## src/design/fetch_settings.svh

```systemverilog
`ifndef FETCH_SETTINGS_SVH
`define FETCH_SETTINGS_SVH

// pc value held in IF at reset
// the first request then goes to seq pc = 32'h1c000000
`define FETCH_RESET_PC 32'h1bfffffc

// instruction memory geometry
`define IRAM_DEPTH_WORDS 1024
`define IRAM_ADDR_BITS 10 // word index width

`endif

```

## src/design/fetch_pkg.sv

```systemverilog
`default_nettype none

package fetch_pkg;

    typedef logic [31:0] addr_t; // byte address

    // size field of the sram-like bus
    typedef enum logic [1:0] {
        SIZE_BYTE = 2'd0,
        SIZE_HALF = 2'd1,
        SIZE_WORD = 2'd2
    } sram_size_e;

    // inst_ram response fsm
    typedef enum logic {
        IRAM_IDLE = 1'b0,
        IRAM_RESP = 1'b1 // one accepted request, data_ok this cycle
    } iram_state_e;

endpackage

`default_nettype wire

```

## src/design/la_isa_pkg.sv

```systemverilog
`default_nettype none

package la_isa_pkg;

    typedef logic [31:0] inst_t;    // one instruction word
    typedef logic [5:0]  opcode6_t; // inst[31:26]
    typedef logic [25:0] offs26_t;  // branch offset in words

    // unconditional direct branches
    typedef enum opcode6_t {
        OP_B  = 6'b010100,
        OP_BL = 6'b010101
    } br_op_e;

    // B/BL keep offs[15:0] in inst[25:10] and offs[25:16] in inst[9:0]
    function automatic offs26_t get_offs26(inst_t inst);
        return {inst[9:0], inst[25:10]};
    endfunction

endpackage

`default_nettype wire

```

## src/design/fetch_decode_if.sv

```systemverilog
`timescale 1ns/100ps
`default_nettype none

interface fetch_decode_if import fetch_pkg::*, la_isa_pkg::*; ();
    logic  valid;
    logic  allowin;
    inst_t inst;
    addr_t pc;
    logic  excp_adef;
    logic  br_taken;  // single cycle, when the branch enters ID
    addr_t br_target;

    modport source (
        output valid, inst, pc, excp_adef,
        input  allowin, br_taken, br_target
    );

    modport sink (
        input  valid, inst, pc, excp_adef,
        output allowin, br_taken, br_target
    );
endinterface

`default_nettype wire

```

## src/design/id_branch.sv

```systemverilog
`timescale 1ns/100ps
`default_nettype none

module id_branch import fetch_pkg::*, la_isa_pkg::*; (
    input  wire           clk,
    input  wire           resetn,
    fetch_decode_if.sink  fd,
    input  wire           out_ready,
    output logic          dec_valid,
    output addr_t         dec_pc,
    output inst_t         dec_inst,
    output logic          dec_adef,
    output logic          dec_is_branch
);
    logic     dropping;    // waiting for the branch target
    addr_t    drop_target;
    logic     fire_in;
    logic     wrong_path;
    logic     keep;
    logic     is_br;
    opcode6_t opcode;
    offs26_t  offs;

    assign opcode = fd.inst[31:26];
    assign offs   = get_offs26(fd.inst);
    assign is_br  = opcode == OP_B || opcode == OP_BL;

    assign fd.allowin = ~dec_valid | out_ready;
    assign fire_in    = fd.valid & fd.allowin;
    assign wrong_path = dropping & (fd.pc != drop_target);
    assign keep       = fire_in & ~wrong_path;

    assign fd.br_taken  = keep & is_br & ~fd.excp_adef;
    assign fd.br_target = fd.pc + {{4{offs[25]}}, offs, 2'b00}; // offs in words

    always_ff @(posedge clk) begin
        if (!resetn)
            dec_valid <= 1'b0;
        else if (keep)
            dec_valid <= 1'b1;
        else if (out_ready)
            dec_valid <= 1'b0;
    end

    always_ff @(posedge clk) begin
        if (keep) begin
            dec_pc        <= fd.pc;
            dec_inst      <= fd.inst;
            dec_adef      <= fd.excp_adef;
            dec_is_branch <= is_br;
        end
    end

    // skip the wrong-path word fetched behind a taken branch
    always_ff @(posedge clk) begin
        if (!resetn)
            dropping <= 1'b0;
        else if (fd.br_taken)
            dropping <= 1'b1;
        else if (keep)
            dropping <= 1'b0; // target arrived
    end

    always_ff @(posedge clk) begin
        if (fd.br_taken)
            drop_target <= fd.br_target;
    end

    // back to back pulses only when the target is itself a branch
    a_br_single: assert property (@(posedge clk) disable iff (!resetn)
        fd.br_taken |=> !fd.br_taken || fd.pc == $past(fd.br_target));

endmodule

`default_nettype wire

```

## src/flat_wrapper.sv

```systemverilog
// flat-port wrapper written by rule: the top's interface ports become plain ports
module id_branch_flat import fetch_pkg::*, la_isa_pkg::*;
  (clk, resetn, out_ready, dec_valid, dec_pc, dec_inst, dec_adef, dec_is_branch, fd_valid, fd_inst, fd_pc, fd_excp_adef, fd_allowin, fd_br_taken, fd_br_target);
  fetch_decode_if fd_i ();
  input  wire clk;
  input  wire resetn;
  input  wire out_ready;
  output logic dec_valid;
  output addr_t dec_pc;
  output inst_t dec_inst;
  output logic dec_adef;
  output logic dec_is_branch;
  input wire logic [$bits(fd_i.valid)-1:0] fd_valid;
  input wire logic [$bits(fd_i.inst)-1:0] fd_inst;
  input wire logic [$bits(fd_i.pc)-1:0] fd_pc;
  input wire logic [$bits(fd_i.excp_adef)-1:0] fd_excp_adef;
  output wire logic [$bits(fd_i.allowin)-1:0] fd_allowin;
  output wire logic [$bits(fd_i.br_taken)-1:0] fd_br_taken;
  output wire logic [$bits(fd_i.br_target)-1:0] fd_br_target;
  assign fd_i.valid = fd_valid;
  assign fd_i.inst = fd_inst;
  assign fd_i.pc = fd_pc;
  assign fd_i.excp_adef = fd_excp_adef;
  assign fd_allowin = fd_i.allowin;
  assign fd_br_taken = fd_i.br_taken;
  assign fd_br_target = fd_i.br_target;
  id_branch u_core (.clk(clk), .resetn(resetn), .fd(fd_i), .out_ready(out_ready), .dec_valid(dec_valid), .dec_pc(dec_pc), .dec_inst(dec_inst), .dec_adef(dec_adef), .dec_is_branch(dec_is_branch));
endmodule
```

## config.mk

```make
export PLATFORM = sky130hd
export DESIGN_NAME = id_branch_flat
export DESIGN_NICKNAME = d
export VERILOG_FILES = /design/src/design/fetch_settings.svh /design/src/design/fetch_pkg.sv /design/src/design/la_isa_pkg.sv /design/src/design/fetch_decode_if.sv /design/src/design/id_branch.sv /design/src/flat_wrapper.sv
export SDC_FILE = /design/constraint.sdc
export NUM_CORES = 1
export LEC_CHECK = 0
export BUFFER_PORTS_ARGS = -buffer_cell sky130_fd_sc_hd__buf_2
export CAP_MARGIN = 20
export CORE_MARGIN = 8
export CORE_UTILIZATION = 44
export DETAILED_ROUTE_END_ITERATION = 10
export HOLD_SLACK_MARGIN = 0.12
export PLACE_DENSITY = 0.68
export SLEW_MARGIN = 25
export SYNTH_ARGS = -nofsm -noshare
export SYNTH_HDL_FRONTEND = slang
export SYNTH_SLANG_ARGS = --single-unit
```

## constraint.sdc

```tcl
create_clock -name clk -period 6.99 [get_ports clk]
set_clock_uncertainty 0.15 [all_clocks]
set_input_delay 1.0485 -clock clk [delete_from_list [all_inputs] [get_ports clk]]
set_output_delay 1.0485 -clock clk [all_outputs]
set_load 0.05 [all_outputs]
```

Word-level counts from Yosys, hierarchy flattened
Cells that the tools add are included.
- $add $sub $neg: 1
- equality and inequality tests: 3
- mux-type cells: 4
- bitwise logic cells: 9
- reduce and logical (&&, ||, !) cells: 3
- operators with widths (kind ; count):
    $add A32 B32 Y32 ; 1
    $ne A32 B32 Y1 ; 1
    $eq A6 B5 Y1 const B ; 2
    $and A1 B1 Y1 ; 5
    $mux W1 ; 4
    $reduce_bool A2 Y1 ; 2
    $not A1 Y1 ; 3
    $logic_or A1 B1 Y1 ; 1
    $or A1 B1 Y1 ; 1
- register bits: 100
- input bits: 69
- output and inout port bits: 101
- word-level logic and storage cells: 27

Longest topological paths before layout
- depth after elaboration: 7
- mapped depth: 11

Worst setup path after synthesis
No wires, ideal clock.
- kind: input to output
- start point: in fd_pc[28]
- end point: out fd_br_taken
- arrival time: 5160 ps
- data required time: 5792 ps
- setup slack: 631 ps
- cell stages on the path: 6
- buffers on the path: 0
- path through: xor2_1 > nor4_1 > nand4_1 > o21ai_0 > nand3_1 > nor3_1
- cells in the longest elaborated chain, start to end: 6
- ends and longest elaborated chain (what ; RTL line ; text):
    start: declaration ; flat_wrapper.sv:15 ; input wire logic [$bits(fd_i.pc)-1:0] fd_pc;
    $ne A32 B32 Y1 ; id_branch.sv:30 ; assign wrong_path = dropping & (fd.pc != drop_target);
    $and A1 B1 Y1 ; id_branch.sv:30 ;
    $not A1 Y1 ; id_branch.sv:31 ; assign keep = fire_in & ~wrong_path;
    $and A1 B1 Y1 ; id_branch.sv:31 ;
    $and A1 B1 Y1 (2 in a row) ; id_branch.sv:33 ; assign fd.br_taken = keep & is_br & ~fd.excp_adef;
    end: declaration ; flat_wrapper.sv:18 ; output wire logic [$bits(fd_i.br_taken)-1:0] fd_br_taken;
Every way passes these cells.

Worst setup path after layout
- start point: in fd_pc[2]
- end point: out fd_br_target[26]
- cells in the longest elaborated chain, start to end: 1
- ends and longest elaborated chain (what ; RTL line ; text):
    $add A32 B32 Y32 ; id_branch.sv:34 ; assign fd.br_target = fd.pc + {{4{offs[25]}}, offs, 2'b00};
    end: declaration ; flat_wrapper.sv:19 ; output wire logic [$bits(fd_i.br_target)-1:0] fd_br_target;
Every way passes these cells.

==> results.json <==
{
  "yosysWarnings": 0,
  "power_frac_comb": 0.299,
  "synthesis.area_um2": 4970,
  "grt_max_degree": 67,
  "met1_length_um": 5320,
  "p_sw_mw": 0.612,
  "finalWirelength_um": 12900,
  "avgRoutedWirePerCell_um": 18.8,
  "cts_buffer_depth": 2,
  "hold_ws_ns": 0.371,
  "syn_avg_cell_area_um2": 13.6,
  "clk_pin_slew_ns": 0.07,
  "layout_min_cycle_time_ns": 5.01,
  "clock-sinks": 100,
  "power.density_nw_per_um2": 270,
  "track_usage": 0.168,
  "reg2reg_depth": 7,
  "post_cts_resized": 0,
  "max_freq_mhz": 200,
  "dp_hpwl_um": 10200,
  "insertedDiodeCount": 0,
  "drtPass1Iterations": 4,
  "finalHoldViolations": 0,
  "power.internal_mw": 1.07,
  "row_count": 38,
  "first_iter_violations": 246,
  "tns_ns": 0,
  "layout_common_cells": "buf_2 (169), edfxtp_1 (98), xor2_1 (40)",
  "io_pins": 170,
  "root_buffer": "clkbuf_16",
  "power_frac_clock": 0.283,
  "cts_tree": "done",
  "die_h_um": 122,
  "dp_slack_ns": 1.99,
  "rsz0062_at_grt": "no",
  "clock_latency_ns": 0.35,
  "min_to": "u_core.dropping",
  "ys_types": 48,
  "syn_nets": 465,
  "grt_pass1_wl_um": 19500,
  "setup_slack_ns": 1.98,
  "postCtsHoldBufs": 0,
  "ff2ff_setup_slack_ns": 4.02,
  "die_area_um2": 14900,
  "initial_core_util": 0.454,
  "critPathRequiredTime_ns": 5.79,
  "path_max_fanout": 3,
  "p_seq_frac": 0.418,
  "htreeDepth": 3,
  "tightest_slew_ns": 0.853,
  "whs_path_depth": 2,
  "overflow": 0,
  "finalSetupViolCount": 0,
  "drive_gt1_frac": 0.367,
  "ant_nets": 0,
  "peakVddDrop_uv": 126,
  "area_delta_synth_final_pct": 25.6,
  "drcViolationCount": 0,
  "max_cap_viol_count": 0,
  "cp.arrival_ns": 3.81,
  "crit_type": "input port to output pin",
  "reg2reg_to": "u_core.dec_inst[6]",
  "wl_met2_um": 6240,
  "synth-seq-area-share": 0.601,
  "io_buffers": 169,
  "top_layer": "met4",
  "final_max_slew_viol_count": 0,
  "synth_seq_cells": 100,
  "antenna_found_initial": 0,
  "num_vias": 3627,
  "power.leakage_nw": 2.61,
  "worstReg2RegStart": "u_core.drop_target[29]",
  "core-area_um2": 10900,
  "slew_headroom": 0.431,
  "finalCritPeriodShare": 0.716,
  "hold_path_class": "flip-flop to flip-flop",
  "wl_met3_um": 1240,
  "switching_share": 0.364,
  "crit_path_end_kind": "output pin",
  "finalNetCount": 641,
  "die_x_um": 122,
  "fillCellCount": 947,
  "hold_start": "u_core.dropping",
  "start_kind": "input port",
  "grt_pass1_vias": 3807,
  "numCtsBuffers": 9,
  "status": "complete, no violations",
  "mostFrequentLayoutCell": "buf_2",
  "syn-instance-count": 366,
  "postCtsSetupRepairBufs": 0,
  "vias_per_cell": 5.28,
  "globalplace.congestion": 0.857
}
state kept, by name, indices dropped and copies added, names as in the netlist:
register              cells
u_core.dropping           1
u_core.dec_inst          32
u_core.drop_target       32
u_core.dec_is_branch      1
u_core.dec_pc            32
u_core.dec_adef           1
u_core.dec_valid          1
critical path: stages:
cell and delay (ns):
buf_2 0.11, ha_1 0.18, inv_1 0.06, fa_1 0.39
nand2b_1 0.19, a21oi_2 0.23, a2111oi_4 0.09, o311ai_2 0.40
a31oi_1 0.19, o31ai_2 0.31, nand2_1 0.11, xnor2_1 0.18
buf_2 0.30
power groups by stage:
stage	clock, mW	sequential [mW]	combinational (mW)
2_1_floorplan	0	0.802	0.288
3_3_place_gp	0	0.716	0.497
3_5_place_dp	0	0.716	0.504
4_1_cts	0.485	0.703	0.506
5_1_grt	0.507	0.705	0.533
6_report	0.477	0.702	0.503
stage by stage:
| step | std cells | area [µm²] | utilization | power [mW] |
|---|---|---|---|---|
| 5_1_grt | 687 | 6240 | 0.570 | 1.74 |
| 3_3_place_gp | 671 | 5950 | 0.544 | 1.21 |
| 4_1_cts | 687 | 6240 | 0.570 | 1.69 |
| 2_1_floorplan | 366 | 4970 | - | 1.09 |
| 6_report | 687 | 6240 | 0.570 | 1.68 |
| 3_5_place_dp | 671 | 5950 | 0.544 | 1.22 |
cells in the mapped netlist, drive strengths merged:
| master | number | share of area |
|---|---|---|
| a2111oi | 3 | 0.0091 |
| a211o | 2 | 0.0035 |
| a211oi | 2 | 0.0030 |
| a21boi | 2 | 0.0030 |
| a21o | 12 | 0.019 |
| a21oi | 27 | 0.029 |
| a311oi | 1 | 0.0030 |
| a31o | 1 | 0.0018 |
| a31oi | 6 | 0.0076 |
| and2 | 2 | 0.0025 |
| and3 | 4 | 0.0053 |
| and4 | 1 | 0.0018 |
| buf | 3 | 0.0040 |
| clkbuf | 3 | 0.0071 |
| dfxtp | 2 | 0.0081 |
| edfxtp | 98 | 0.59 |
| fa | 1 | 0.0040 |
| ha | 29 | 0.073 |
| inv | 9 | 0.0068 |
| nand2 | 12 | 0.0091 |
| nand2b | 7 | 0.0088 |
| nand3 | 10 | 0.010 |
| nand4 | 10 | 0.013 |
| nor2 | 13 | 0.0098 |
| nor2b | 4 | 0.0050 |
| nor3 | 6 | 0.0060 |
| nor3b | 2 | 0.0030 |
| nor4 | 8 | 0.010 |
| nor4b | 1 | 0.0018 |
| o211ai | 2 | 0.0030 |
| o21ai | 16 | 0.018 |
| o21bai | 3 | 0.0045 |
| o221a | 1 | 0.0023 |
| o22a | 1 | 0.0018 |
| o311ai | 1 | 0.0033 |
| o31ai | 3 | 0.0055 |
| or2 | 1 | 0.0013 |
| xnor2 | 17 | 0.030 |
| xor2 | 40 | 0.071 |
metal layers:
layer	global-route usage	vias to the layer above
li1	-	1757
met1	0.201	1724
met2	0.286	136
met3	0.0551	10
met4	0.0442	0
met5	0	-
kinds of logic (layout without fill, tap and decap cells):
kind of cell | after synthesis | count (layout) | share of synthesized area
xor gates and xnor gates | 57 | 57 | 0.101
DFF | 100 | 100 | 0.601
and+or+nand+nor | 81 | 81 | 0.0872
buffers and inverters | 15 | 196 | 0.0179
AOI/OAI and AO/OA | 83 | 83 | 0.117
adders and majority gates | 30 | 30 | 0.0771
final cells by class:
class                           instances  area, µm²  area share
Timing Repair Buffer                  171        861       0.138
Tap cell                              140        175      0.0281
Clock inverter                          6       55.1     0.00883
Multi-Input combinational cell        251       1900       0.305
Clock buffer                           10        229      0.0367
Inverter                                9       33.8     0.00542
Sequential cell                       100       2980       0.478
how the worst max path moves through the flow:
stage                            end  depth (start not counted)       from
global placement    fd_br_target[26]                         13   fd_pc[2]
CTS                 fd_br_target[26]                         13   fd_pc[2]
floorplan                fd_br_taken                          6  fd_pc[28]
global route        fd_br_target[26]                         13   fd_pc[2]
detailed placement  fd_br_target[26]                         13   fd_pc[2]
finish              fd_br_target[26]                         13   fd_pc[2]
Power figures use the tool's default switching activity.
