===== config.mk =====
export PLATFORM = sky130hd
export DESIGN_NAME = if_stage_flat
export DESIGN_NICKNAME = d
export VERILOG_FILES = /design/src/design/fetch_pkg.sv /design/src/design/la_isa_pkg.sv /design/src/design/fetch_decode_if.sv /design/src/design/inst_sram_if.sv /design/src/design/if_stage.sv /design/src/flat_wrapper.sv
export VERILOG_INCLUDE_DIRS = /design/src /design/src/design
export SDC_FILE = /design/constraint.sdc
export NUM_CORES = 1
export LEC_CHECK = 0
export BUFFER_PORTS_ARGS = -buffer_cell sky130_fd_sc_hd__buf_4
export CORE_MARGIN = 10
export CORE_UTILIZATION = 50
export CTS_BUF_LIST = sky130_fd_sc_hd__clkbuf_2
export CTS_CLUSTER_SIZE = 30
export DETAILED_ROUTE_END_ITERATION = 16
export PLACE_DENSITY = 0.82
export REMOVE_ABC_BUFFERS = 1
export SLEW_MARGIN = 20
export SYNTH_ARGS = -nofsm -noshare
export SYNTH_HDL_FRONTEND = slang
export SYNTH_SLANG_ARGS = --single-unit

===== constraint.sdc =====
create_clock -name clk -period 4.2 [get_ports clk]
set_input_delay 0.63 -clock clk [delete_from_list [all_inputs] [get_ports clk]]
set_output_delay 0.63 -clock clk [all_outputs]
set_load 0.03 [all_outputs]

===== src/design/fetch_settings.svh =====
`ifndef FETCH_SETTINGS_SVH
`define FETCH_SETTINGS_SVH

// pc value held in IF at reset
// the first request then goes to seq pc = 32'h1c000000
`define FETCH_RESET_PC 32'h1bfffffc

// instruction memory geometry
`define IRAM_DEPTH_WORDS 1024
`define IRAM_ADDR_BITS 10 // word index width

`endif


===== src/design/fetch_pkg.sv =====
`default_nettype none

package fetch_pkg;

    typedef logic [31:0] addr_t; // byte address

    // size field of the sram-like bus
    typedef enum logic [1:0] {
        SIZE_BYTE = 2'd0,
        SIZE_HALF = 2'd1,
        SIZE_WORD = 2'd2
    } sram_size_e;

    // inst_ram response fsm
    typedef enum logic {
        IRAM_IDLE = 1'b0,
        IRAM_RESP = 1'b1 // one accepted request, data_ok this cycle
    } iram_state_e;

endpackage

`default_nettype wire


===== src/design/la_isa_pkg.sv =====
`default_nettype none

package la_isa_pkg;

    typedef logic [31:0] inst_t;    // one instruction word
    typedef logic [5:0]  opcode6_t; // inst[31:26]
    typedef logic [25:0] offs26_t;  // branch offset in words

    // unconditional direct branches
    typedef enum opcode6_t {
        OP_B  = 6'b010100,
        OP_BL = 6'b010101
    } br_op_e;

    // B/BL keep offs[15:0] in inst[25:10] and offs[25:16] in inst[9:0]
    function automatic offs26_t get_offs26(inst_t inst);
        return {inst[9:0], inst[25:10]};
    endfunction

endpackage

`default_nettype wire


===== src/design/fetch_decode_if.sv =====
`timescale 1ns/100ps
`default_nettype none

interface fetch_decode_if import fetch_pkg::*, la_isa_pkg::*; ();
    logic  valid;
    logic  allowin;
    inst_t inst;
    addr_t pc;
    logic  excp_adef;
    logic  br_taken;  // single cycle, when the branch enters ID
    addr_t br_target;

    modport source (
        output valid, inst, pc, excp_adef,
        input  allowin, br_taken, br_target
    );

    modport sink (
        input  valid, inst, pc, excp_adef,
        output allowin, br_taken, br_target
    );
endinterface

`default_nettype wire


===== src/design/inst_sram_if.sv =====
`timescale 1ns/100ps
`default_nettype none

interface inst_sram_if import fetch_pkg::*, la_isa_pkg::*; ();
    logic       req;
    logic       wr;
    sram_size_e size;
    logic [3:0] wstrb;
    addr_t      addr;
    inst_t      wdata;
    logic       addr_ok; // request accepted when high with req
    logic       data_ok; // one cycle after acceptance
    inst_t      rdata;

    modport master (
        output req, wr, size, wstrb, addr, wdata,
        input  addr_ok, data_ok, rdata
    );

    modport slave (
        input  req, wr, size, wstrb, addr, wdata,
        output addr_ok, data_ok, rdata
    );
endinterface

`default_nettype wire


===== src/design/if_stage.sv =====
`include "fetch_settings.svh"
`timescale 1ns/100ps
`default_nettype none

module if_stage import fetch_pkg::*, la_isa_pkg::*; (
    input  wire             clk,
    input  wire             resetn,
    inst_sram_if.master     sram,
    fetch_decode_if.source  fd,
    input  wire             flush,
    input  addr_t           excep_entry
);
    // IF stage
    logic  if_valid;
    logic  if_inst_valid; // word already returned
    addr_t if_pc;
    logic  if_adef;
    inst_t if_ir;

    // pre-IF slot, request accepted but not yet in IF
    logic  pre_if_reqed;
    addr_t pre_if_pc;
    logic  pre_if_adef;
    logic  pre_if_ir_valid;
    inst_t pre_if_ir;

    // redirect holds
    logic  br_taken_reg;
    addr_t br_target_reg;
    logic  flush_hold;
    addr_t flush_target;

    logic  pending; // memory owes one response
    logic  cancel;  // next response is stale

    addr_t seq_pc;
    addr_t pre_pc;
    logic  pre_adef;
    logic  accept;
    logic  rsp_ok;
    logic  rsp_to_if;
    logic  rsp_to_pre;
    logic  pre_if_readygo;
    logic  if_allowin;
    logic  if_fire;
    logic  move;
    logic  pre_inst_now_valid;
    inst_t pre_inst_now;

    assign seq_pc = if_pc + 32'd4;
    assign pre_pc = flush        ? excep_entry
                  : flush_hold   ? flush_target
                  : br_taken_reg ? br_target_reg
                  : fd.br_taken  ? fd.br_target
                  : seq_pc;
    assign pre_adef = pre_pc[1:0] != 2'b00;

    assign accept     = sram.req & sram.addr_ok;
    assign rsp_ok     = sram.data_ok & ~cancel & ~flush;
    assign rsp_to_if  = rsp_ok & if_valid & ~if_inst_valid; // oldest owner first
    assign rsp_to_pre = rsp_ok & ~rsp_to_if;

    assign pre_inst_now_valid = pre_if_ir_valid | rsp_to_pre;
    assign pre_inst_now       = pre_if_ir_valid ? pre_if_ir : sram.rdata;

    assign fd.valid     = if_valid & (if_inst_valid | rsp_to_if);
    assign fd.inst      = if_inst_valid ? if_ir : sram.rdata;
    assign fd.pc        = if_pc;
    assign fd.excp_adef = if_adef;

    assign if_fire        = fd.valid & fd.allowin;
    assign if_allowin     = ~if_valid | if_fire | flush;
    assign pre_if_readygo = accept | pre_if_reqed & ~flush;
    assign move           = pre_if_readygo & if_allowin;

    // one request in pre-IF at a time, flush drops a stale one
    assign sram.req   = resetn & (~pre_if_reqed | flush);
    assign sram.addr  = pre_pc;
    assign sram.wr    = 1'b0;
    assign sram.size  = SIZE_WORD;
    assign sram.wstrb = 4'b0;
    assign sram.wdata = '0;

    always_ff @(posedge clk) begin
        if (!resetn) begin
            if_valid      <= 1'b0;
            if_inst_valid <= 1'b0;
            if_pc         <= `FETCH_RESET_PC;
            if_adef       <= 1'b0;
        end else if (move) begin
            if_valid      <= 1'b1;
            if_inst_valid <= pre_if_reqed & ~flush & pre_inst_now_valid;
            if_pc         <= (pre_if_reqed & ~flush) ? pre_if_pc : pre_pc;
            if_adef       <= (pre_if_reqed & ~flush) ? pre_if_adef : pre_adef;
        end else if (if_fire | flush) begin
            if_valid      <= 1'b0;
            if_inst_valid <= 1'b0;
        end else if (rsp_to_if) begin
            if_inst_valid <= 1'b1;
        end
    end

    always_ff @(posedge clk) begin
        if (move & pre_if_reqed & ~flush)
            if_ir <= pre_inst_now;
        else if (rsp_to_if)
            if_ir <= sram.rdata; // IF blocked, keep the word
    end

    always_ff @(posedge clk) begin
        if (!resetn)
            pre_if_reqed <= 1'b0;
        else if (flush | move)
            pre_if_reqed <= 1'b0;
        else if (accept)
            pre_if_reqed <= 1'b1;
    end

    always_ff @(posedge clk) begin
        if (accept) begin
            pre_if_pc   <= pre_pc;
            pre_if_adef <= pre_adef;
        end
        if (rsp_to_pre)
            pre_if_ir <= sram.rdata;
    end

    always_ff @(posedge clk) begin
        if (!resetn)
            pre_if_ir_valid <= 1'b0;
        else if (flush | move)
            pre_if_ir_valid <= 1'b0;
        else if (rsp_to_pre)
            pre_if_ir_valid <= 1'b1;
    end

    // branch target waits for the next accepted request
    always_ff @(posedge clk) begin
        if (!resetn)
            br_taken_reg <= 1'b0;
        else if (flush | accept)
            br_taken_reg <= 1'b0;
        else if (fd.br_taken)
            br_taken_reg <= 1'b1;
    end

    always_ff @(posedge clk) begin
        if (fd.br_taken & ~accept)
            br_target_reg <= fd.br_target;
        if (flush)
            flush_target <= excep_entry;
    end

    always_ff @(posedge clk) begin
        if (!resetn)
            flush_hold <= 1'b0;
        else if (accept)
            flush_hold <= 1'b0;
        else if (flush)
            flush_hold <= 1'b1;
    end

    // responses in flight across a flush are dropped
    always_ff @(posedge clk) begin
        if (!resetn) begin
            pending <= 1'b0;
            cancel  <= 1'b0;
        end else begin
            if (accept)
                pending <= 1'b1;
            else if (sram.data_ok)
                pending <= 1'b0;
            if (flush)
                cancel <= pending & ~sram.data_ok;
            else if (sram.data_ok)
                cancel <= 1'b0;
        end
    end

    a_no_req_in_reset: assert property (@(posedge clk) !resetn |-> !sram.req);

    a_valid_held: assert property (@(posedge clk) disable iff (!resetn)
        fd.valid && !fd.allowin && !flush |=> fd.valid);

endmodule

`default_nettype wire


===== src/flat_wrapper.sv =====
// flat-port wrapper written by rule: the top's interface ports become plain ports
module if_stage_flat import fetch_pkg::*, la_isa_pkg::*;
  (clk, resetn, flush, excep_entry, sram_req, sram_wr, sram_size, sram_wstrb, sram_addr, sram_wdata, sram_addr_ok, sram_data_ok, sram_rdata, fd_valid, fd_inst, fd_pc, fd_excp_adef, fd_allowin, fd_br_taken, fd_br_target);
  inst_sram_if sram_i ();
  fetch_decode_if fd_i ();
  input  wire clk;
  input  wire resetn;
  input  wire flush;
  input  addr_t excep_entry;
  output wire logic [$bits(sram_i.req)-1:0] sram_req;
  output wire logic [$bits(sram_i.wr)-1:0] sram_wr;
  output wire logic [$bits(sram_i.size)-1:0] sram_size;
  output wire logic [$bits(sram_i.wstrb)-1:0] sram_wstrb;
  output wire logic [$bits(sram_i.addr)-1:0] sram_addr;
  output wire logic [$bits(sram_i.wdata)-1:0] sram_wdata;
  input wire logic [$bits(sram_i.addr_ok)-1:0] sram_addr_ok;
  input wire logic [$bits(sram_i.data_ok)-1:0] sram_data_ok;
  input wire logic [$bits(sram_i.rdata)-1:0] sram_rdata;
  output wire logic [$bits(fd_i.valid)-1:0] fd_valid;
  output wire logic [$bits(fd_i.inst)-1:0] fd_inst;
  output wire logic [$bits(fd_i.pc)-1:0] fd_pc;
  output wire logic [$bits(fd_i.excp_adef)-1:0] fd_excp_adef;
  input wire logic [$bits(fd_i.allowin)-1:0] fd_allowin;
  input wire logic [$bits(fd_i.br_taken)-1:0] fd_br_taken;
  input wire logic [$bits(fd_i.br_target)-1:0] fd_br_target;
  assign sram_req = sram_i.req;
  assign sram_wr = sram_i.wr;
  assign sram_size = sram_i.size;
  assign sram_wstrb = sram_i.wstrb;
  assign sram_addr = sram_i.addr;
  assign sram_wdata = sram_i.wdata;
  assign sram_i.addr_ok = sram_addr_ok;
  assign sram_i.data_ok = sram_data_ok;
  assign sram_i.rdata = sram_rdata;
  assign fd_valid = fd_i.valid;
  assign fd_inst = fd_i.inst;
  assign fd_pc = fd_i.pc;
  assign fd_excp_adef = fd_i.excp_adef;
  assign fd_i.allowin = fd_allowin;
  assign fd_i.br_taken = fd_br_taken;
  assign fd_i.br_target = fd_br_target;
  if_stage u_core (.clk(clk), .resetn(resetn), .sram(sram_i), .fd(fd_i), .flush(flush), .excep_entry(excep_entry));
endmodule

Word-level counts from Yosys, hierarchy flattened. Cells that the tools add are included. W data, S select, Z words.

Input bits: 103. Flip-flop bits (word level): 202. Logic and storage cells: 78. Output and inout port bits: 138.

Bitwise gates (word level): 34. Add/subtract/negate cells: 1. Reductions and logical operators: 9. Multiplexer cells: 18.

Operators by type and width (number): $mux W32 (9); $add A32 B3 Y32 const B (1); $and A1 B1 Y1 (16); $reduce_bool A2 Y1 (5); $mux W1 (9); $not A1 Y1 (9); $or A1 B1 Y1 (9); $reduce_or A2 Y1 (3); $reduce_bool A3 Y1 (1).

Logic depth before layout (Yosys ltp). Gate-level depths: netlist of run 1.

Depth in word-level cells: 14. Gate-level depth with buffers: 9. Mapped depth without buffers: 7.

Worst setup path after synthesis of run 1. No wires, ideal clock.

Path type: input-to-reg. From: in flush. To: reg u_core.if_inst_valid. Slack: 165 ps. Arrival time: 3965 ps. Path buffers: 2. Cell stages on the path: 6. Library setup time: 71 ps. Required time: 4129 ps. Cell sequence: clkbuf_1 > clkbuf_1 > nor3b_1 > nor2_1 > nand3b_1 > a21oi_1.

Elaborated cells between the ends (all ways): 23. Classes of those cells: mux (2); bitwise (20); reduce/logical (1).

RTL lines: from (decl) (RTL line flat_wrapper.sv:8) `input wire flush;`; $not A1 Y1 (*) (RTL line if_stage.sv:59) `assign rsp_ok = sram.data_ok & ~cancel & ~flush;`; $and A1 B1 Y1 (*) (RTL line if_stage.sv:59); $and A1 B1 Y1 (2 in a row) (RTL line if_stage.sv:60) `assign rsp_to_if = rsp_ok & if_valid & ~if_inst_valid;`; $not A1 Y1 (RTL line if_stage.sv:61) `assign rsp_to_pre = rsp_ok & ~rsp_to_if;`; $and A1 B1 Y1 (*) (RTL line if_stage.sv:61); net u_core.rsp_to_pre (RTL line if_stage.sv:42) `logic rsp_to_pre;`; $or A1 B1 Y1 (*) (RTL line if_stage.sv:63) `assign pre_inst_now_valid = pre_if_ir_valid | rsp_to_pre;`; $and A1 B1 Y1 (*) (RTL line if_stage.sv:92) `if_inst_valid <= pre_if_reqed & ~flush & pre_inst_now_valid;`; $mux W1 (*) (RTL line if_stage.sv:90) `end else if (move) begin`; to (signal assigned) (RTL line if_stage.sv:92); to (decl) (RTL line if_stage.sv:15) `logic if_inst_valid;`.

The timed path passes the listed nets; every way through them passes the cells marked *. A chain may end at the register's enable or synchronous reset.

Worst setup path in the final report of run 1.
From: reg u_core.if_pc[2] (netlist: u_core.fd.pc[2]). To: out sram_addr[30].

Word-level cells in the longest chain between the ends: 5.

RTL lines: from (decl) (RTL line if_stage.sv:16) `addr_t if_pc;`; from (signal assigned) (RTL line if_stage.sv:88) `` if_pc <= `FETCH_RESET_PC; ``; from (signal assigned) (RTL line if_stage.sv:93) `if_pc <= (pre_if_reqed & ~flush) ? pre_if_pc : pre_pc;`; $add A32 B3 Y32 (RTL line if_stage.sv:50) `assign seq_pc = if_pc + 32'd4;`; $mux W32 (RTL line if_stage.sv:54) `: fd.br_taken ? fd.br_target`; $mux W32 (RTL line if_stage.sv:53) `: br_taken_reg ? br_target_reg`; $mux W32 (RTL line if_stage.sv:52) `: flush_hold ? flush_target`; $mux W32 (RTL line if_stage.sv:51) `assign pre_pc = flush ? excep_entry`; to (decl) (RTL line flat_wrapper.sv:14) `output wire logic [$bits(sram_i.addr)-1:0] sram_addr;`.

Every way passes these cells.

==> metrics.txt, run 1 <==
post-route ant nets 0; Synth top area share around half; post-DR vias/cell about 5.7; worst-path fanout max 6; max incr delay on CP 0.71 ns; DIE WIDTH between 150 and 200 µm; nets@finish ~1300; Post-Synthesis Cell Area roughly 10000 µm²; TritonCTS buffer count around 50; Clock H-tree levels 2; CTS Buffer Depth 3; drt drc 0; Combinational Power Share 22.4%; number of global-route vias before repair slightly below 9000; Crit path arrival time ~3.4 ns; commonest non-fill, non-tap cells in the layout buf_4, edfxtp_1, dlygate4sd3_1; Pwr per Cell Area between 300 and 400 nW/µm²; ys flop type edfxtp_1; Clock Latency Late Sink between 0.8 and 0.9 ns; Synth Register Bits 202; detailed-placement wirelength estimate 20800 µm; worst slew pin tran between 0.9 and 1 ns; Critical Path Slowest Stage Cell or4_1; CTS tree done; Hold Path Class input port to flop; Reg clk slew, reported paths around 0.10 ns; power consumption 0.00489 W; static leakage between 5 and 6 nW; Overflow after GRT 0; Startpoint Class flop; DRT Pass-1 Iters 6; Post-CTS Setup Bufs 0; via count 8652; unrepaired setup endpoints after global routing false; Die Y roughly 160 µm; endpoint class of the critical path primary output; WL/cell 21.8 µm; maxcap violations 0; most common cell after layout, fill and taps aside buf_4; Hold Startpoint excep_entry[1]; crit path to sram_addr[30]; Clock Skews ~0.095 ns; final setup fails 0; die footprint 26100 µm²; Post-synth EDFFs approximately 160; Int Pwr around 0.0033 W; critical setup path kind flop to primary output; r2r worst-path depth 7; register area share after synthesis 56.4%; min Tclk post-route 4.00 ns; post-synthesis cell type count 63; flop-to-flop setup slack approximately 1.6 ns; Max Slew Vio Count 0; post-synth top area cell edfxtp_1; Flop pwr share between 40% and 50%; initial antenna violation count 1; GRT Overall Usage 23.6%; Layout fillers 1400; WL final about 33000 µm; largest net degree at the start of global routing between 40 and 50; Top Family by Delay on Critical Path simple AND/OR/NAND/NOR gates; DRC violation total after the first TritonRoute iteration 909; final RePlAce weighted congestion 0.904; Synth-to-Final Area Change 31.0%; RR Startpoint u_core.fd.pc[2]; fraction of layout cells with a size suffix above 1 around a third; status completed; mean post-synth cell area between 10 and 15 µm²; top cells by area in the synthesized netlist edfxtp_1, dfxtp_1, mux2_2; maximum VDD drop about 280 µV; io pins around 240; Final WS setup 0.201 ns; Tcrit/Tclk final a little over nine tenths; dpl ws around 0.96 ns; CORE AREA just under 20000 µm²; stages on the worst setup path 8; input/output buffers ~200; Clk pwr share between 20% and 30%; CP Launch Point u_core.fd.pc[2]; first-pass GRT wire length between 40000 and 50000 µm; Synth Instances approximately 890; initial core utilization between 50% and 60%; YS warnings 0; FMAX around 250 MHz; clock sinks between 200 and 250; FF-to-FF End u_core.pre_if_pc[30]; row cnt 51; Req. time, crit path roughly 3.6 ns; Post-synth ARST share 0%; CTS root buf clkbuf_2; Buf+Inv Stages, Crit Path 1; Sw Share between 30% and 40%; worst path cell trace ha_1, nand3_1, or4_1, nor4_4, xnor2_1, a211oi_1, nor2_1, buf_4; NetSw about 0.0016 W; relative slew slack roughly 34%; Final Hold Viols 0
==> per-layer routing <==
metal	routed length (µm)	part of all wire [%]	GRT usage, %
met1	12000	37	26.7
met2	16200	49	40.1
met3	3720	11	8.44
met4	1020	3.1	8.93
met5	0	0	0
==> stage by stage <==
step | TNS (ns) | hold WS (ns) | std cells | area, µm² | util [%]
6_report | 0 | 0.0838 | 1511 | 13100 | 67.0
5_1_grt | 0 | 0.000769 | 1510 | 13100 | 67.0
4_1_cts | 0 | 0.00156 | 1501 | 13000 | 66.6
3_5_place_dp | 0 | 0.472 | 1320 | 11700 | 59.6
3_3_place_gp | 0 | 0.464 | 1320 | 11700 | 59.6
2_1_floorplan | -10.19 | 0.449 | 831 | 9640 | -
==> cell families (layout without fill, tap and decap cells) <==
group / Yosys count / after routing / synth area share, %
AND/OR/NAND/NOR: 262 / 262 / 12.8
AO/OA/AOI/OAI: 212 / 212 / 14.3
flip-flops: 202 / 202 / 56.4
buffers and inverters: 112 / 428 / 5.72
multiplexers: 80 / 80 / 8.83
XOR/XNOR: 20 / 20 / 1.75
other: 2 / 41 / 0.0749
adder cells (fa/ha/maj): 1 / 1 / 0.125
==> synth_stat cells, types with 15 or more instances <==
cell type and instances:
edfxtp_1 161, nand2_1 81, mux2_2 67, nor2_1 59, a21oi_1 51, clkbuf_1 46
dfxtp_1 41, buf_4 39, o21ai_0 38, nand3_1 26, nor3_1 18, nor2b_1 16
o211ai_1 16, inv_1 15
==> area by class of cell <==
cell class / instances / area [µm²] / area share, %
Clock inverter: 10 / 71.3 / 0.543
Tap cell: 265 / 332 / 2.53
Inverter: 15 / 56.3 / 0.429
Antenna cell: 2 / 5.00 / 0.0381
Clock buffer: 83 / 415 / 3.16
Multi-Input combinational cell: 614 / 3950 / 30.1
Sequential cell: 202 / 5660 / 43.1
Timing Repair Buffer: 320 / 2640 / 20.1
==> what timing repair did <==
| action | in CTS | in global routing |
|---|---|---|
| endpoints found under the hold margin | 88 | 8 |
| setup endpoints to repair | 0 | 1 |
| resized for setup | 0 | 1 |
| hold buffers | 88 | 8 |
==> worst min path at each step <==
stage                     slack, ns                      end  cells after the start
after floorplan                0.45           u_core.pending                      2
after global placement         0.46           u_core.pending                      2
after detailed placement       0.47           u_core.pending                      2
after CTS                     0.002  u_core.flush_target[19]                      1
after global routing         0.0008   u_core.flush_target[1]                      1
final                          0.08   u_core.flush_target[1]                      1
==> power groups by stage <==
stage               logic [W]  registers [W]  clock network [W]
detailed placement   0.000991        0.00241                  0
floorplan            0.000540        0.00244                  0
global route          0.00116        0.00238            0.00155
finish                0.00109        0.00237            0.00142
global placement     0.000976        0.00240                  0
CTS                   0.00106        0.00236            0.00142
No activity file was read; power rests on OpenSTA's default activity.
==> inputs of run 2 (changes only) <==
Settings changed: ABC_AREA from default to 1, CTS_CLUSTER_SIZE 30 to default.
==> run 2 against run 1 <==
Net effect:
- hold slack improved by 0.022 ns
- clock skew fell by 0.034 ns
- global-route usage fell by 0.85 points
- synthesized cell count rose by 30%
- total power fell by 0.60%
- sequential share of layout area rose by 0.42 points
- core utilization fell by 0.85 points
- wire length fell by 4.9%
- critical path type unchanged
- largest power group unchanged
==> metrics.txt, run 2 <==
most common cell after layout, fill and taps aside nand2_1; Buf+Inv Stages, Crit Path 2; most common cell in the synthesized netlist nand2_1; Overflow after GRT 0; Final Hold Viols 0; Pwr per Cell Area 373 nW/µm²; Synth top area share 48.1%; maxcap violations 0; input/output buffers approximately 200; largest net degree at the start of global routing 65; TritonCTS buffer count 53; Top Family by Delay on Critical Path buffers and inverters; static leakage a little under 6 nW; WL/cell between 15 and 20 µm; multi-input logic area approximately 3600 µm²; post-DR vias/cell 5.17; final setup fails 0; endpoint class of the critical path primary output; CTS tree done; CTS root buf clkbuf_2; CORE AREA 19700 µm²; commonest non-fill, non-tap cells in the layout nand2_1, buf_4, edfxtp_1; Synth-to-Final Area Change 29.4%; WL final around 31000 µm; register area share after synthesis a little under three fifths; number of diodes 0; flip-flop and latch area approximately 5700 µm²; Critical Path Slowest Stage Cell clkinv_1; row cnt 51; detailed-placement wirelength estimate ~20000 µm; status completed; mean post-synth cell area 8.68 µm²; io pins 241; design area 13000 µm²; ys flop type edfxtp_1; fraction of layout cells with a size suffix above 1 roughly 22%; Req. time, crit path between 3 and 4 ns; Post-synth ARST share 0%; drt drc 0; Die Y roughly 160 µm; max incr delay on CP between 0.8 and 0.9 ns; worst path cell trace clkinv_1, nor2_1, nor2_1, nand2_1, o21ai_0, buf_4; Final TNS setup 0 ns; Synth Instances 1158; worst slew pin tran around 0.80 ns; CTS Buffer Depth 3; Post-synth top cells nand2_1, edfxtp_1, nor2_1; Synth Register Bits a little over 200; Max Slew Vio Count 0; post-synth top area cell edfxtp_1; final RePlAce weighted congestion just under 1; Hold Path Class input port to flop; Crit path arrival time around 3.1 ns; Post-CTS Setup Bufs 0; Clock H-tree levels 2; number of global-route vias before repair between 9000 and 10000; Cell Area, Placed around 12000 µm²; post-route ant nets 0; relative slew slack between 40% and 50%; Reg clk slew, reported paths 0.10 ns; die footprint ~26000 µm²; nets@finish around 1600; initial core utilization between 50% and 60%; Post-Synthesis Cell Area 10100 µm²; crit-path most repeated cell nor2_1; initial antenna violation count 1; post-synthesis cell type count 42; Tcrit/Tclk final around 89%; unrepaired setup endpoints after global routing false; clock sinks 202; flop-to-flop setup slack roughly 1.7 ns; GRT Overall Usage between 20% and 30%; Post-synth EDFFs roughly 160; maximum VDD drop 238 µV; via count between 9000 and 10000; YS warnings 0; min Tclk post-route 3.75 ns; Clock Skews 0.0614 ns; FMAX around 270 MHz; critical setup path kind flop to primary output; Clock Latency Late Sink just over 0.8 ns; DRC violation total after the first TritonRoute iteration just over 800; first-pass GRT wire length 48500 µm; worst-path fanout max 17; Startpoint Class flop; DRT Pass-1 Iters 5; DIE WIDTH about 160 µm; Layout fillers roughly 1600; top cells by area in the synthesized netlist edfxtp_1, nand2_1, dfxtp_1
## run 2: layout make-up
class	instances	area share (%)
Inverter	83	2.43
Clock inverter	15	0.462
Tap cell	265	2.55
Clock buffer	84	3.23
Multi-Input combinational cell	816	28.0
Sequential cell	202	43.5
Timing Repair Buffer	310	19.8
## run 2: per-layer routing
layer / wire length [µm] / share of wire (%) / up-vias / global-route usage [%]
li1: - / - / 4416 / -
met1: 12500 / 40 / 4239 / 27.1
met2: 15000 / 48 / 466 / 38.2
met3: 3190 / 10 / 61 / 6.80
met4: 670 / 2.1 / 2 / 8.27
met5: 7 / 0.022 / - / 0
## run 2: timing repair
action	in CTS	in global routing
hold buffers	96	0
hold endpoints to repair	97	0
gates resized for setup	0	0
## run 2: kinds of logic (layout without fill, tap and decap cells)
| logic type | count (synthesis) | after routing | share of synthesized area [%] |
|---|---|---|---|
| multiplexers | 3 | 3 | 0.299 |
| AO/OA/AOI/OAI | 187 | 187 | 10.1 |
| other | 2 | 39 | 0.0747 |
| buffers and inverters | 177 | 492 | 8.92 |
| adder cells (fa/ha/maj) | 1 | 1 | 0.124 |
| flip-flops | 202 | 202 | 56.2 |
| XOR/XNOR | 7 | 7 | 0.610 |
| AND/OR/NAND/NOR | 579 | 579 | 23.6 |
## run 2: power breakdown
group / switching, W / internal, W
sequential: 0.0000843 / 0.00230
clock: 0.000822 / 0.000530
combinational: 0.000725 / 0.000398
total: 0.00163 / 0.00323
## run 2: path summary, 6_finish.rpt
check / to / from / cells past startpoint
max: sram_addr[17] / u_core.flush_hold / 6
min: u_core.flush_target[17] / excep_entry[17] / 1
max reg2reg: u_core.fd.pc[5] / u_core.flush_hold / 7
min reg2reg: u_core.pending / u_core.pending / 2
## run 2: per-stage QoR
stage | hold WS [ns] | power, W | worst slack (ns) | cells | util, %
floorplan | 0.437 | 0.00303 | 0.951 | 1101 | -
global placement | 0.453 | 0.00343 | 1.25 | 1580 | 58.8
detailed placement | 0.452 | 0.00346 | 1.16 | 1580 | 58.8
CTS | 0.0141 | 0.00488 | 0.418 | 1775 | 66.2
global route | 0.00608 | 0.00511 | 0.343 | 1775 | 66.2
finish | 0.106 | 0.00486 | 0.451 | 1775 | 66.2
==> inputs of run 3 (changes only) <==
Settings changed: CORE_UTILIZATION 50 to 56, PLACE_DENSITY 0.82 to 0.87.
Clock period 4.2 ns to 4.1 ns, I/O delays scaled along.
==> run 3 against run 2 <==
Net effect:
- non-clock buffer count down 1
- critical path type unchanged
- register-to-register slack worse by 0.17 ns
- worst setup slack worse by 0.092 ns
- first-iteration DRC count up 6.8%
==> metrics.txt, run 3 (same netlist as run 2, synthesis figures left out) <==
most common cell after layout, fill and taps aside nand2_1; TritonCTS buffer count 50; Hold Path Class input port to flop; Overflow after GRT 0; Worst Hold Depth 1; row cnt 48; status completed; FF-to-FF End u_core.fd.pc[5]; Clock H-tree levels 2; worst path cell trace clkinv_1, nor2_1, nor2_1, nand2_1, nand2_1, buf_4; first-pass GRT wire length roughly 48000 µm; WL/cell ~18 µm; fin util between 70% and 80%; relative slew slack about two fifths; DRC violation total after the first TritonRoute iteration 879; Buf+Inv Stages, Crit Path 2; Req. time, crit path ~3.5 ns; Crit path arrival time approximately 3.1 ns; CTS root buf clkbuf_2; maxcap violations 0; max incr delay on CP 0.81 ns; worst slew pin tran between 0.8 and 0.9 ns; Hold Startpoint fd_br_target[12]; via count just over 9000; largest net degree at the start of global routing 65; number of global-route vias before repair 9228; layer with the highest usage met2; DRT Pass-1 Iters 5; GRT Overall Usage between 20% and 30%; GRT met1 Usage approximately 30%; design area roughly 13000 µm²; Startpoint Class flop; Pwr per Cell Area between 300 and 400 nW/µm²; initial antenna violation count 1; Clock Latency Late Sink about 0.82 ns; initial core utilization 57.5%; CTS Buffer Depth 3; RR Startpoint u_core.flush_hold; Die Y 154 µm; detailed-placement wirelength estimate 20300 µm; Final Hold Viols 0; CTS tree done; CP Launch Point u_core.flush_hold; met2 Use GR 41.1%; # resized after CTS 0; input/output buffers approximately 200; drt drc 0; flop-to-flop setup slack 1.57 ns; Synth-to-Final Area Change 28.5%; Clock Skews 0.0629 ns; maximum VDD drop between 200 and 300 µV; post-route ant nets 0; static leakage 5.86 nW; final setup fails 0; r2r worst-path depth 7; die footprint between 20000 and 25000 µm²; min Tclk post-route approximately 3.7 ns; clock sinks a little over 200; io pins 241; endpoint class of the critical path primary output; DIE WIDTH ~150 µm; nets@finish approximately 1600; Cell Area, Placed approximately 12000 µm²; Tcrit/Tclk final 91.3%; fraction of layout cells with a size suffix above 1 a little over a fifth; critical setup path kind flop to primary output; unrepaired setup endpoints after global routing false; hold endpoint u_core.br_target_reg[12]; WL final about 31000 µm; Top Family by Delay on Critical Path buffers and inverters; final RePlAce weighted congestion 0.915; Max Slew Vio Count 0; worst-path fanout max 17; FMAX about 270 MHz; commonest non-fill, non-tap cells in the layout nand2_1, buf_4, edfxtp_1; CORE AREA around 17000 µm²; post-DR vias/cell about 5.4; Critical Path Slowest Stage Cell dfxtp_1; met3 usage 7.81%; Hold WS about 0.066 ns; Final TNS setup 0 ns; Reg clk slew, reported paths roughly 0.12 ns
-- run 3: cell type report --
type	count	area, µm²
flip-flops and latches	202	5660
fillers	1255	4550
multi-input cells	816	3640
repair buffers	309	2570
clock buffers	71	355
inverters	83	317
well taps	225	282
clock inverters	18	97.6
diodes	1	2.50
-- run 3: timing repair --
item                      4_1_cts  5_1_grt
setup buffers                   0        0
hold endpoints to repair       96        0
hold buffers                   95        0
-- run 3: power breakdown --
| part | leakage [nW] | switching [W] | total [W] | internal, W |
|---|---|---|---|---|
| clock network | 0.343 | 0.000812 | 0.00134 | 0.000529 |
| registers | 1.86 | 0.0000879 | 0.00244 | 0.00235 |
| logic | 3.66 | 0.000745 | 0.00115 | 0.000407 |
| total | 5.86 | 0.00165 | 0.00494 | 0.00329 |
-- run 3: worst max path at each step --
stage / endpoint / cells after the start / slack (ns)
floorplan: u_core.if_ir[0] / 6 / 0.85
global placement: sram_addr[9] / 4 / 1.32
detailed placement: sram_addr[9] / 4 / 1.24
CTS: sram_addr[9] / 4 / 0.37
global route: sram_addr[17] / 6 / 0.19
finish: sram_addr[12] / 6 / 0.36
-- run 3: stage by stage --
| step | setup WS [ns] | cells | power (W) |
|---|---|---|---|
| CTS | 0.369 | 1724 | 0.00493 |
| floorplan | 0.851 | 1101 | 0.00311 |
| finish | 0.358 | 1725 | 0.00494 |
| detailed placement | 1.24 | 1540 | 0.00354 |
| global route | 0.190 | 1725 | 0.00517 |
| global placement | 1.32 | 1540 | 0.00351 |
-- run 3: routing by layer --
| metal | vias up | share of wire, % |
|---|---|---|
| met5 | - | 0 |
| met4 | 0 | 2.6 |
| met3 | 75 | 11 |
| met2 | 531 | 48 |
| met1 | 4254 | 38 |
| li1 | 4404 | - |
